$ cat src/verilog/fifoMerge_consts.svh
// Merging queue constants shared by the packages and the RTL.

`ifndef FIFOMERGE_CONSTS_SVH
`define FIFOMERGE_CONSTS_SVH

// ------------------------------
// Storage sizing
// ------------------------------

// Entries per channel, counting the pop stage.
`define FIFO_DEPTH 8

// Bits per word.
`define DATA_WIDTH 16

// ------------------------------
// Merging
// ------------------------------

// Producer channels feeding the arbiter.
`define NUM_CHANNELS 2

`endif

$ cat src/verilog/fifoTypesPkg.sv
// Storage types for the per-channel FIFOs covering words, counts and RAM addresses.

`include "fifoMerge_consts.svh"

package fifoTypesPkg;

  // ------------------------------
  // Payload
  // ------------------------------

  // One word as pushed and popped.
  typedef logic [`DATA_WIDTH-1:0] fifoData;

  // ------------------------------
  // Occupancy and addressing
  // ------------------------------

  // Item count from 0 up to a full FIFO.
  typedef logic [$clog2(`FIFO_DEPTH + 1)-1:0] fifoCount;

  // RAM address.
  // The pop stage holds one entry, so the RAM has one entry fewer.
  typedef logic [$clog2(`FIFO_DEPTH - 1)-1:0] ramAddr;

endpackage : fifoTypesPkg

$ cat src/verilog/arbTypesPkg.sv
// Merging types for the channel index, the per-channel pop bus and the tagged output beat.

`include "fifoMerge_consts.svh"

package arbTypesPkg;

  import fifoTypesPkg::*;

  // Index of a producer channel.
  typedef logic [$clog2(`NUM_CHANNELS)-1:0] chanId;

  // Pop side of one channel as seen by the arbiter.
  typedef struct packed {
    logic valid;
    fifoData data;
  } chanBus;

  // One beat on the shared output, tagged with its source.
  typedef struct packed {
    chanId chan;
    fifoData data;
  } outBeat;

endpackage : arbTypesPkg

$ cat src/verilog/ramFlops.sv
// One-write one-read flop RAM with a registered single-cycle read.

`timescale 1ns/1ps

module ramFlops #(
  parameter int Depth = 7,
  parameter int Width = 16,
  localparam int AddrWidth = (Depth > 1) ? $clog2(Depth) : 1
) (
  input  logic                 clk,

  // Write port.
  input  logic                 wrValid,
  input  logic [AddrWidth-1:0] wrAddr,
  input  logic [Width-1:0]     wrData,

  // Read port.
  input  logic                 rdAddrValid,
  input  logic [AddrWidth-1:0] rdAddr,
  output logic [Width-1:0]     rdData
);

  // ------------------------------
  // Storage
  // ------------------------------

  // Word storage indexed by RAM address.
  logic [Width-1:0] mem [Depth];

  always_ff @(posedge clk) begin
    if (wrValid) begin
      mem[wrAddr] <= wrData;
    end
  end

  // ------------------------------
  // Read register
  // ------------------------------

  // Loads only on a read strobe.
  // It holds the last word otherwise, so the controller can park it.
  always_ff @(posedge clk) begin
    if (rdAddrValid) begin
      rdData <= mem[rdAddr];
    end
  end

endmodule : ramFlops

$ cat src/verilog/fifoCtrl.sv
// FIFO controller for a 1R1W flop RAM with a registered pop stage.

`timescale 1ns/1ps

`include "fifoMerge_consts.svh"

module fifoCtrl
  import fifoTypesPkg::*, arbTypesPkg::*;
(
  input  logic     clk,
  input  logic     rst,

  // Push side.
  input  logic     pushValid,
  input  fifoData  pushData,
  output logic     pushReady,

  // Pop side.
  input  logic     popReady,
  output chanBus   pop,

  // Status.
  output fifoCount items,

  // RAM write port.
  output logic     ramWrValid,
  output ramAddr   ramWrAddr,
  output fifoData  ramWrData,

  // RAM read port with data one cycle after the strobe.
  output logic     ramRdAddrValid,
  output ramAddr   ramRdAddr,
  input  fifoData  ramRdData
);

  // The RAM has one entry fewer than the FIFO.
  localparam int RamDepth = `FIFO_DEPTH - 1;

  // ------------------------------
  // State
  // ------------------------------

  // Registered pop stage.
  logic     popValid;
  fifoData  popData;

  // RAM read register holds a word not yet moved to the pop stage.
  logic     rdPending;

  ramAddr   wrPtr;
  ramAddr   rdPtr;

  // Words stored in the RAM, excluding the one in the read register.
  fifoCount ramCount;

  // ------------------------------
  // Handshake and steering
  // ------------------------------

  logic pushFire;
  logic popFire;
  logic stageFree;
  logic ramIdle;
  logic stageLoad;
  logic pushToStage;
  logic pushToRam;
  logic rdIssue;

  // Full exactly when every entry is taken.
  assign pushReady = (items != fifoCount'(`FIFO_DEPTH));
  assign pushFire  = pushValid && pushReady;
  assign popFire   = popValid && popReady;

  // Stage is empty or is emptied this cycle.
  assign stageFree = !popValid || popFire;

  // Nothing older than an incoming push is waiting behind the stage.
  assign ramIdle   = (ramCount == '0) && !rdPending;

  // Returned read data takes the free stage first so order is kept.
  assign stageLoad   = stageFree && rdPending;
  assign pushToStage = pushFire && stageFree && ramIdle;
  assign pushToRam   = pushFire && !pushToStage;

  // Read ahead whenever the read register is free or drains this cycle.
  // Back-to-back reads keep one word per cycle.
  assign rdIssue = (ramCount != '0) && (!rdPending || stageLoad);

  // ------------------------------
  // RAM ports
  // ------------------------------

  assign ramWrValid     = pushToRam;
  assign ramWrAddr      = wrPtr;
  assign ramWrData      = pushData;
  assign ramRdAddrValid = rdIssue;
  assign ramRdAddr      = rdPtr;

  // Pop side straight from the stage registers.
  assign pop.valid = popValid;
  assign pop.data  = popData;

  // ------------------------------
  // Pop stage
  // ------------------------------

  always_ff @(posedge clk) begin
    if (rst) begin
      popValid <= 1'b0;
    end else if (stageLoad || pushToStage) begin
      popValid <= 1'b1;
    end else if (popFire) begin
      popValid <= 1'b0;
    end
  end

  // Stage payload holds while the pop side stalls.
  always_ff @(posedge clk) begin
    if (stageLoad) begin
      popData <= ramRdData;
    end else if (pushToStage) begin
      popData <= pushData;
    end
  end

  // Read register tracking.
  always_ff @(posedge clk) begin
    if (rst) begin
      rdPending <= 1'b0;
    end else if (rdIssue) begin
      rdPending <= 1'b1;
    end else if (stageLoad) begin
      rdPending <= 1'b0;
    end
  end

  // ------------------------------
  // Pointers and counts
  // ------------------------------

  always_ff @(posedge clk) begin
    if (rst) begin
      wrPtr <= '0;
      rdPtr <= '0;
    end else begin
      // Pointers wrap at the RAM depth.
      if (pushToRam) begin
        wrPtr <= (wrPtr == ramAddr'(RamDepth - 1)) ? '0 : wrPtr + 1'b1;
      end
      if (rdIssue) begin
        rdPtr <= (rdPtr == ramAddr'(RamDepth - 1)) ? '0 : rdPtr + 1'b1;
      end
    end
  end

  always_ff @(posedge clk) begin
    if (rst) begin
      ramCount <= '0;
    end else begin
      case ({pushToRam, rdIssue})
        2'b10:   ramCount <= ramCount + 1'b1;
        2'b01:   ramCount <= ramCount - 1'b1;
        default: ramCount <= ramCount;
      endcase
    end
  end

  // Total occupancy, unchanged on a push and pop in the same cycle.
  always_ff @(posedge clk) begin
    if (rst) begin
      items <= '0;
    end else begin
      case ({pushFire, popFire})
        2'b10:   items <= items + 1'b1;
        2'b01:   items <= items - 1'b1;
        default: items <= items;
      endcase
    end
  end

endmodule : fifoCtrl

$ cat src/verilog/fifoFlops.sv
// Flop-based FIFO joining the 1R1W controller to a flop RAM.

`timescale 1ns/1ps

`include "fifoMerge_consts.svh"

module fifoFlops
  import fifoTypesPkg::*, arbTypesPkg::*;
#(
  parameter int Depth = `FIFO_DEPTH,
  parameter int Width = `DATA_WIDTH
) (
  input  logic     clk,
  input  logic     rst,

  // Push side.
  input  logic     pushValid,
  input  fifoData  pushData,
  output logic     pushReady,

  // Pop side.
  input  logic     popReady,
  output chanBus   pop,

  // Occupancy.
  output fifoCount items
);

  // The pop stage holds one entry and the RAM holds the rest.
  localparam int RamDepth = Depth - 1;

  // ------------------------------
  // RAM wiring
  // ------------------------------

  logic    ramWrValid;
  ramAddr  ramWrAddr;
  fifoData ramWrData;
  logic    ramRdAddrValid;
  ramAddr  ramRdAddr;
  fifoData ramRdData;

  fifoCtrl fifoCtrl (
    .clk,
    .rst,
    .pushValid,
    .pushData,
    .pushReady,
    .popReady,
    .pop,
    .items,
    .ramWrValid,
    .ramWrAddr,
    .ramWrData,
    .ramRdAddrValid,
    .ramRdAddr,
    .ramRdData
  );

  // Controller never reads and writes one address in the same cycle.
  ramFlops #(
    .Depth(RamDepth),
    .Width(Width)
  ) ramFlops (
    .clk,
    .wrValid(ramWrValid),
    .wrAddr(ramWrAddr),
    .wrData(ramWrData),
    .rdAddrValid(ramRdAddrValid),
    .rdAddr(ramRdAddr),
    .rdData(ramRdData)
  );

endmodule : fifoFlops

$ cat src/verilog/rrArbiter.sv
// Round-robin arbiter merging the channel pop sides onto one tagged output bus.

`timescale 1ns/1ps

`include "fifoMerge_consts.svh"

module rrArbiter
  import arbTypesPkg::*;
(
  input  logic                     clk,
  input  logic                     rst,

  // Pop sides of the channels.
  input  chanBus                   chanIn [`NUM_CHANNELS],
  output logic [`NUM_CHANNELS-1:0] popReady,

  // Shared output.
  output logic                     outValid,
  input  logic                     outReady,
  output outBeat                   out
);

  // ------------------------------
  // Grant
  // ------------------------------

  // Channel with highest priority this cycle.
  chanId prio;

  logic  grantValid;
  chanId grantId;
  chanId candId;

  // First valid channel counting up from the pointer.
  always_comb begin
    grantValid = 1'b0;
    grantId    = prio;
    candId     = prio;
    for (int i = 0; i < `NUM_CHANNELS; i++) begin
      candId = chanId'((int'(prio) + i) % `NUM_CHANNELS);
      if (!grantValid && chanIn[candId].valid) begin
        grantValid = 1'b1;
        grantId    = candId;
      end
    end
  end

  // ------------------------------
  // Output steering
  // ------------------------------

  assign outValid = grantValid;
  assign out.chan = grantId;
  assign out.data = chanIn[grantId].data;

  // Only the granted channel sees the ready.
  always_comb begin
    for (int i = 0; i < `NUM_CHANNELS; i++) begin
      popReady[i] = outReady && grantValid && (grantId == chanId'(i));
    end
  end

  // ------------------------------
  // Priority pointer
  // ------------------------------

  always_ff @(posedge clk) begin
    if (rst) begin
      prio <= '0;
    end else if (grantValid) begin
      if (outReady) begin
        // Move past the channel just served.
        prio <= chanId'((int'(grantId) + 1) % `NUM_CHANNELS);
      end else begin
        // Park on a stalled grant so the beat holds.
        // A newly valid channel cannot take it over.
        prio <= grantId;
      end
    end
  end

endmodule : rrArbiter

$ cat src/verilog/fifoMerge.sv
// Two-channel merging queue built from per-channel flop FIFOs and a round-robin arbiter.

`timescale 1ns/1ps

`include "fifoMerge_consts.svh"

module fifoMerge
  import fifoTypesPkg::*, arbTypesPkg::*;
(
  input  logic                     clk,
  input  logic                     rst,

  // Push sides, one per channel.
  input  logic [`NUM_CHANNELS-1:0] pushValid,
  input  fifoData                  pushData [`NUM_CHANNELS],
  output logic [`NUM_CHANNELS-1:0] pushReady,

  // Per-channel occupancy.
  output fifoCount                 items [`NUM_CHANNELS],

  // Merged output.
  output logic                     outValid,
  input  logic                     outReady,
  output outBeat                   out
);

  // ------------------------------
  // Channel FIFOs
  // ------------------------------

  chanBus                   chanPop [`NUM_CHANNELS];
  logic [`NUM_CHANNELS-1:0] popReady;

  for (genvar i = 0; i < `NUM_CHANNELS; i++) begin : gChan
    fifoFlops #(
      .Depth(`FIFO_DEPTH),
      .Width(`DATA_WIDTH)
    ) fifoFlops (
      .clk,
      .rst,
      .pushValid(pushValid[i]),
      .pushData(pushData[i]),
      .pushReady(pushReady[i]),
      .popReady(popReady[i]),
      .pop(chanPop[i]),
      .items(items[i])
    );
  end

  // ------------------------------
  // Merge
  // ------------------------------

  rrArbiter rrArbiter (
    .clk,
    .rst,
    .chanIn(chanPop),
    .popReady,
    .outValid,
    .outReady,
    .out
  );

endmodule : fifoMerge

$ cat config.mk
export PLATFORM = sky130hd
export DESIGN_NAME = fifoMerge
export DESIGN_NICKNAME = d
export VERILOG_FILES = /design/src/verilog/fifoTypesPkg.sv /design/src/verilog/arbTypesPkg.sv /design/src/verilog/ramFlops.sv /design/src/verilog/fifoCtrl.sv /design/src/verilog/fifoFlops.sv /design/src/verilog/rrArbiter.sv /design/src/verilog/fifoMerge.sv
export VERILOG_INCLUDE_DIRS = /design/src /design/src/verilog
export SDC_FILE = /design/constraint.sdc
export NUM_CORES = 1
export LEC_CHECK = 0
export BUFFER_PORTS_ARGS = -buffer_cell sky130_fd_sc_hd__buf_2
export CAP_MARGIN = 20
export CORE_MARGIN = 10
export CORE_UTILIZATION = 61
export DETAILED_ROUTE_END_ITERATION = 8
export GPL_ROUTABILITY_DRIVEN = 0
export HOLD_SLACK_MARGIN = 0.12
export PLACE_DENSITY = 0.79
export SETUP_SLACK_MARGIN = 0.4
export SYNTH_ARGS = -nofsm -noshare
export SYNTH_HDL_FRONTEND = slang
export SYNTH_SLANG_ARGS = --single-unit
export TNS_END_PERCENT = 20
$ cat constraint.sdc
create_clock -name clk -period 4.6 [get_ports clk]
set_clock_uncertainty 0.15 [all_clocks]
set_input_delay 0.92 -clock clk [delete_from_list [all_inputs] [get_ports clk]]
set_output_delay 0.92 -clock clk [all_outputs]
set_load 0.05 [all_outputs]
==> out/metrics.yaml <==
status:
  status: "completed"
synthesis:
  syn-instance-count: 771
  synthArstFlopShare_pct: 0
  syn_area_mm2: 0.0131
  synthSimpleGateAreaFrac_pct: 4.63
  syn_area_per_cell_um2: 16.9
  synth_top_family_by_area: "multiplexers"
  synthXorXnorAreaFrac_pct: 0.537
  synth_top_cell_area_share_pct: 66.2
  synth-edff-count: 288
  synth.area.mux_share_pct: 15.2
  synth_compound_area_share_pct: 4.41
  synthFlopType: "edfxtp_1"
  ys_seq_elements: 321
  synth_commonest_cells: "edfxtp_1 (288), mux2_2 (80), nand2_1 (40)"
  synthTopCellsByArea: "edfxtp_1 (66%), mux2_2 (6.9%), mux4_2 (5.5%)"
  yosysTopAreaCell: "edfxtp_1"
  synth_fp_nets: 824
  synth_fa_ha_area_share_pct: 1.76
  synth.distinct_cells: 50
  yosysMostFrequentCell: "edfxtp_1"
  ys_seq_area_share_pct: 71.3
  ys_warn_count: 0
final_layout:
  fin_area_mm2: 0.0147
  regArea_mm2: 0.00931
  post-route-util_pct: 69.9
  n_fill_cell: 1277
  nets: 893
  multi_input_area_mm2: 0.00353
  syn_to_final_growth_pct: 12.6
  drive_gt1_share_pct: 30.3
worst_setup_path:
  startpoint: "gChan[1].fifoFlops.fifoCtrl.popValid$_SDFFE_PP0P_"
  endpoint_kind: "output pin"
  worstRegToRegCells: 9
  arrival_ns: 2.61
  critical_path.endpoint: "out[9]"
  cp.buffers_inverters: 1
  r2r-start: "gChan[1].fifoFlops.fifoCtrl.ramCount[0]$_SDFFE_PP0P_"
  path_max_fanout: 18
  slowest_delay_ns: 0.76
  cp.required_ns: 3.53
  cp_top_family: "compound AO/OA/AOI/OAI gates"
  path_cells: "nor2_1, o21ai_2, mux2_2, buf_2"
  rrSetupSlack_ns: 1.23
  critical_path_depth: 4
  cpMaxStageDelayCell: "o21ai_2"
  critical_path_class: "register to output pin"
  startpoint_type: "register"
  r2r_end: "gChan[1].fifoFlops.fifoCtrl.ramCount[3]$_SDFFE_PP0P_"
clock_network:
  clk_pin_slew_ns: 0.06
  htree_levels: 1
  cts_setup_buffers: 0
  cts_tree: "done"
  worstSkewPairLatency_ns: 0.55
  hold_buffers: 0
  cts_buffer_depth: 3
  root_buffer: "clkbuf_16"
  cts_sinks: 321
  ctsResizeCount: 0
  cts_made_buffers: 31
floorplan:
  ios: 65
  initial_utilization_pct: 62.1
  die_x_um: 166
  num_rows: 53
  die_height_um: 166
  fp.coreArea_mm2: 0.0210
  die-area_mm2: 0.0277
global_routing:
  use_met2_pct: 29.5
  grt_use_total_pct: 18.0
  grt_use_met1_pct: 24.2
  grt_overflow: 0
  top_usage_layer: "met2"
  grtUsageMet3_pct: 3.34
  grt_pass1_wl_mm: 40.1
  grt_max_degree: 54
  grt_pass1_vias: 7231
  antenna_found_initial: 2
timing:
  fin_tns_setup_ns: 0
  drv_slew: 0
  fin_ws_ns: 0.920
  setup_viol: 0
  period_share_pct: 80.0
  rsz0062_at_grt: "false"
  relSlewSlack_pct: 29.4
  final_hold_viol_count: 0
  period_minus_slack_ns: 3.68
  clock.fmax_mhz: 272
  tightest_slew_ns: 1.06
job:
  max_cap_violations: 0
routing:
  drt_pass1_iterations: 5
  post-route-drc-count: 0
  post_drt_via_cell_ratio: 6.11
  vias: 6965
  initialDrtViolationCount: 584
  ant_nets: 0
  drt_wl_total_mm: 25.5
  routedWlPerCell_um: 22.4
placement:
  pre_cts_slack_ns: 1.03
  post-dp-hpwl_mm: 15.6
  placed_cell_area_mm2: 0.0137
  port_buffers: 64
power_and_ir_drop:
  ir_drop_mv: 0.667
  power.density_mw_per_mm2: 659
  power_mw: 9.68
  leakage_nw: 4.93
worst_hold_path:
  hold_path.class: "register to register"
-- worst min-delay path by stage --
stage / start / endpoint / slack (ns) / cells after the start
global route: gChan[0].fifoFlops.fifoCtrl.items[3]$_SDFFE_PP0P_ / gChan[0].fifoFlops.fifoCtrl.items[3]$_SDFFE_PP0P_ / 0.38 / 2
floorplan: gChan[1].fifoFlops.fifoCtrl.ramCount[3]$_SDFFE_PP0P_ / gChan[1].fifoFlops.fifoCtrl.ramCount[3]$_SDFFE_PP0P_ / 0.31 / 2
CTS: gChan[0].fifoFlops.fifoCtrl.items[3]$_SDFFE_PP0P_ / gChan[0].fifoFlops.fifoCtrl.items[3]$_SDFFE_PP0P_ / 0.35 / 2
finish: gChan[0].fifoFlops.fifoCtrl.items[3]$_SDFFE_PP0P_ / gChan[0].fifoFlops.fifoCtrl.items[3]$_SDFFE_PP0P_ / 0.36 / 2
detailed placement: gChan[0].fifoFlops.fifoCtrl.items[3]$_SDFFE_PP0P_ / gChan[0].fifoFlops.fifoCtrl.items[3]$_SDFFE_PP0P_ / 0.34 / 2
global placement: gChan[1].fifoFlops.fifoCtrl.ramCount[3]$_SDFFE_PP0P_ / gChan[1].fifoFlops.fifoCtrl.ramCount[3]$_SDFFE_PP0P_ / 0.32 / 2
-- logic make-up (layout without fill, tap and decap cells) --
group           count (synthesis)  count (layout)
compound gates                 96              96
xor+xnor                        8               8
fa+ha+maj                      16              16
buf+inv                        61             154
flops                         321             321
mux                           148             148
other cells                     0               1
simple gates                  121             121
-- report_power, final --
group / internal [mW] / total (mW) / leakage [nW] / switching [mW]
registers: 3.91 / 4.31 / 2.92 / 0.405
logic: 1.15 / 2.91 / 1.52 / 1.75
clock network: 1.46 / 2.46 / 0.488 / 1.01
-- metrics by stage --
| stage | hold WS [ns] | instances |
|---|---|---|
| global placement | 0.319 | 1082 |
| CTS | 0.354 | 1139 |
| floorplan | 0.310 | 771 |
| finish | 0.357 | 1140 |
| global route | 0.377 | 1139 |
| detailed placement | 0.336 | 1082 |
-- area by class of cell --
| cell class | instances | area share [%] |
|---|---|---|
| diodes | 1 | 0.0170 |
| clock buffers | 45 | 5.84 |
| clock inverters | 12 | 0.954 |
| inverters | 17 | 0.434 |
| multi-input cells | 389 | 24.0 |
| flip-flops and latches | 321 | 63.4 |
| well taps | 275 | 2.34 |
| repair buffers | 80 | 3.00 |
-- sequential cells by signal (all words and copies together), names as in the netlist --
register                            flops
gChan.fifoFlops.fifoCtrl.rdPending      2
gChan.fifoFlops.fifoCtrl.ramWrAddr      6
gChan.fifoFlops.fifoCtrl.ramCount       8
gChan.fifoFlops.ramFlops.mem          224
gChan.fifoFlops.fifoCtrl.items          8
rrArbiter.prio                          1
gChan.fifoFlops.fifoCtrl.popValid       2
gChan.fifoFlops.ramFlops.rdData        32
gChan.fifoFlops.fifoCtrl.ramRdAddr      6
gChan.fifoFlops.fifoCtrl.popData       32
-- worst min-delay path: stages, from the launching register on --
cell     delay [ns]
dfxtp_1        0.33
o31ai_1        0.07
a21oi_1        0.06
-- layout by cell type, fill, tap and decap left out, types with 4 or more instances in the layout --
master	synthesis	routed
buf_4	11	16
fa_1	4	4
nor2_1	29	29
o21ai_0	36	36
buf_2	6	64
or4_1	5	5
a31oi_1	5	4
clkinv_2	0	6
a21oi_1	32	32
o31ai_1	5	5
ha_1	12	12
clkbuf_16	0	31
edfxtp_1	288	288
nand3_1	10	10
inv_1	17	17
mux4_2	32	32
clkbuf_1	24	11
dfxtp_1	33	30
mux2_2	80	80
and3_1	7	7
mux2i_1	36	36
nor4_2	0	6
nand2_1	40	40
xor2_1	8	8
-- routing by layer --
| metal | vias to the layer above | wire, um | part of all wire, % |
|---|---|---|---|
| met3 | 48 | 1580 | 6.2 |
| met4 | 4 | 495 | 1.9 |
| met1 | 3581 | 10800 | 42 |
| met5 | - | 32 | 0.13 |
| met2 | 203 | 12700 | 50 |
| li1 | 3129 | - | - |
Power figures use the tool's default switching activity.
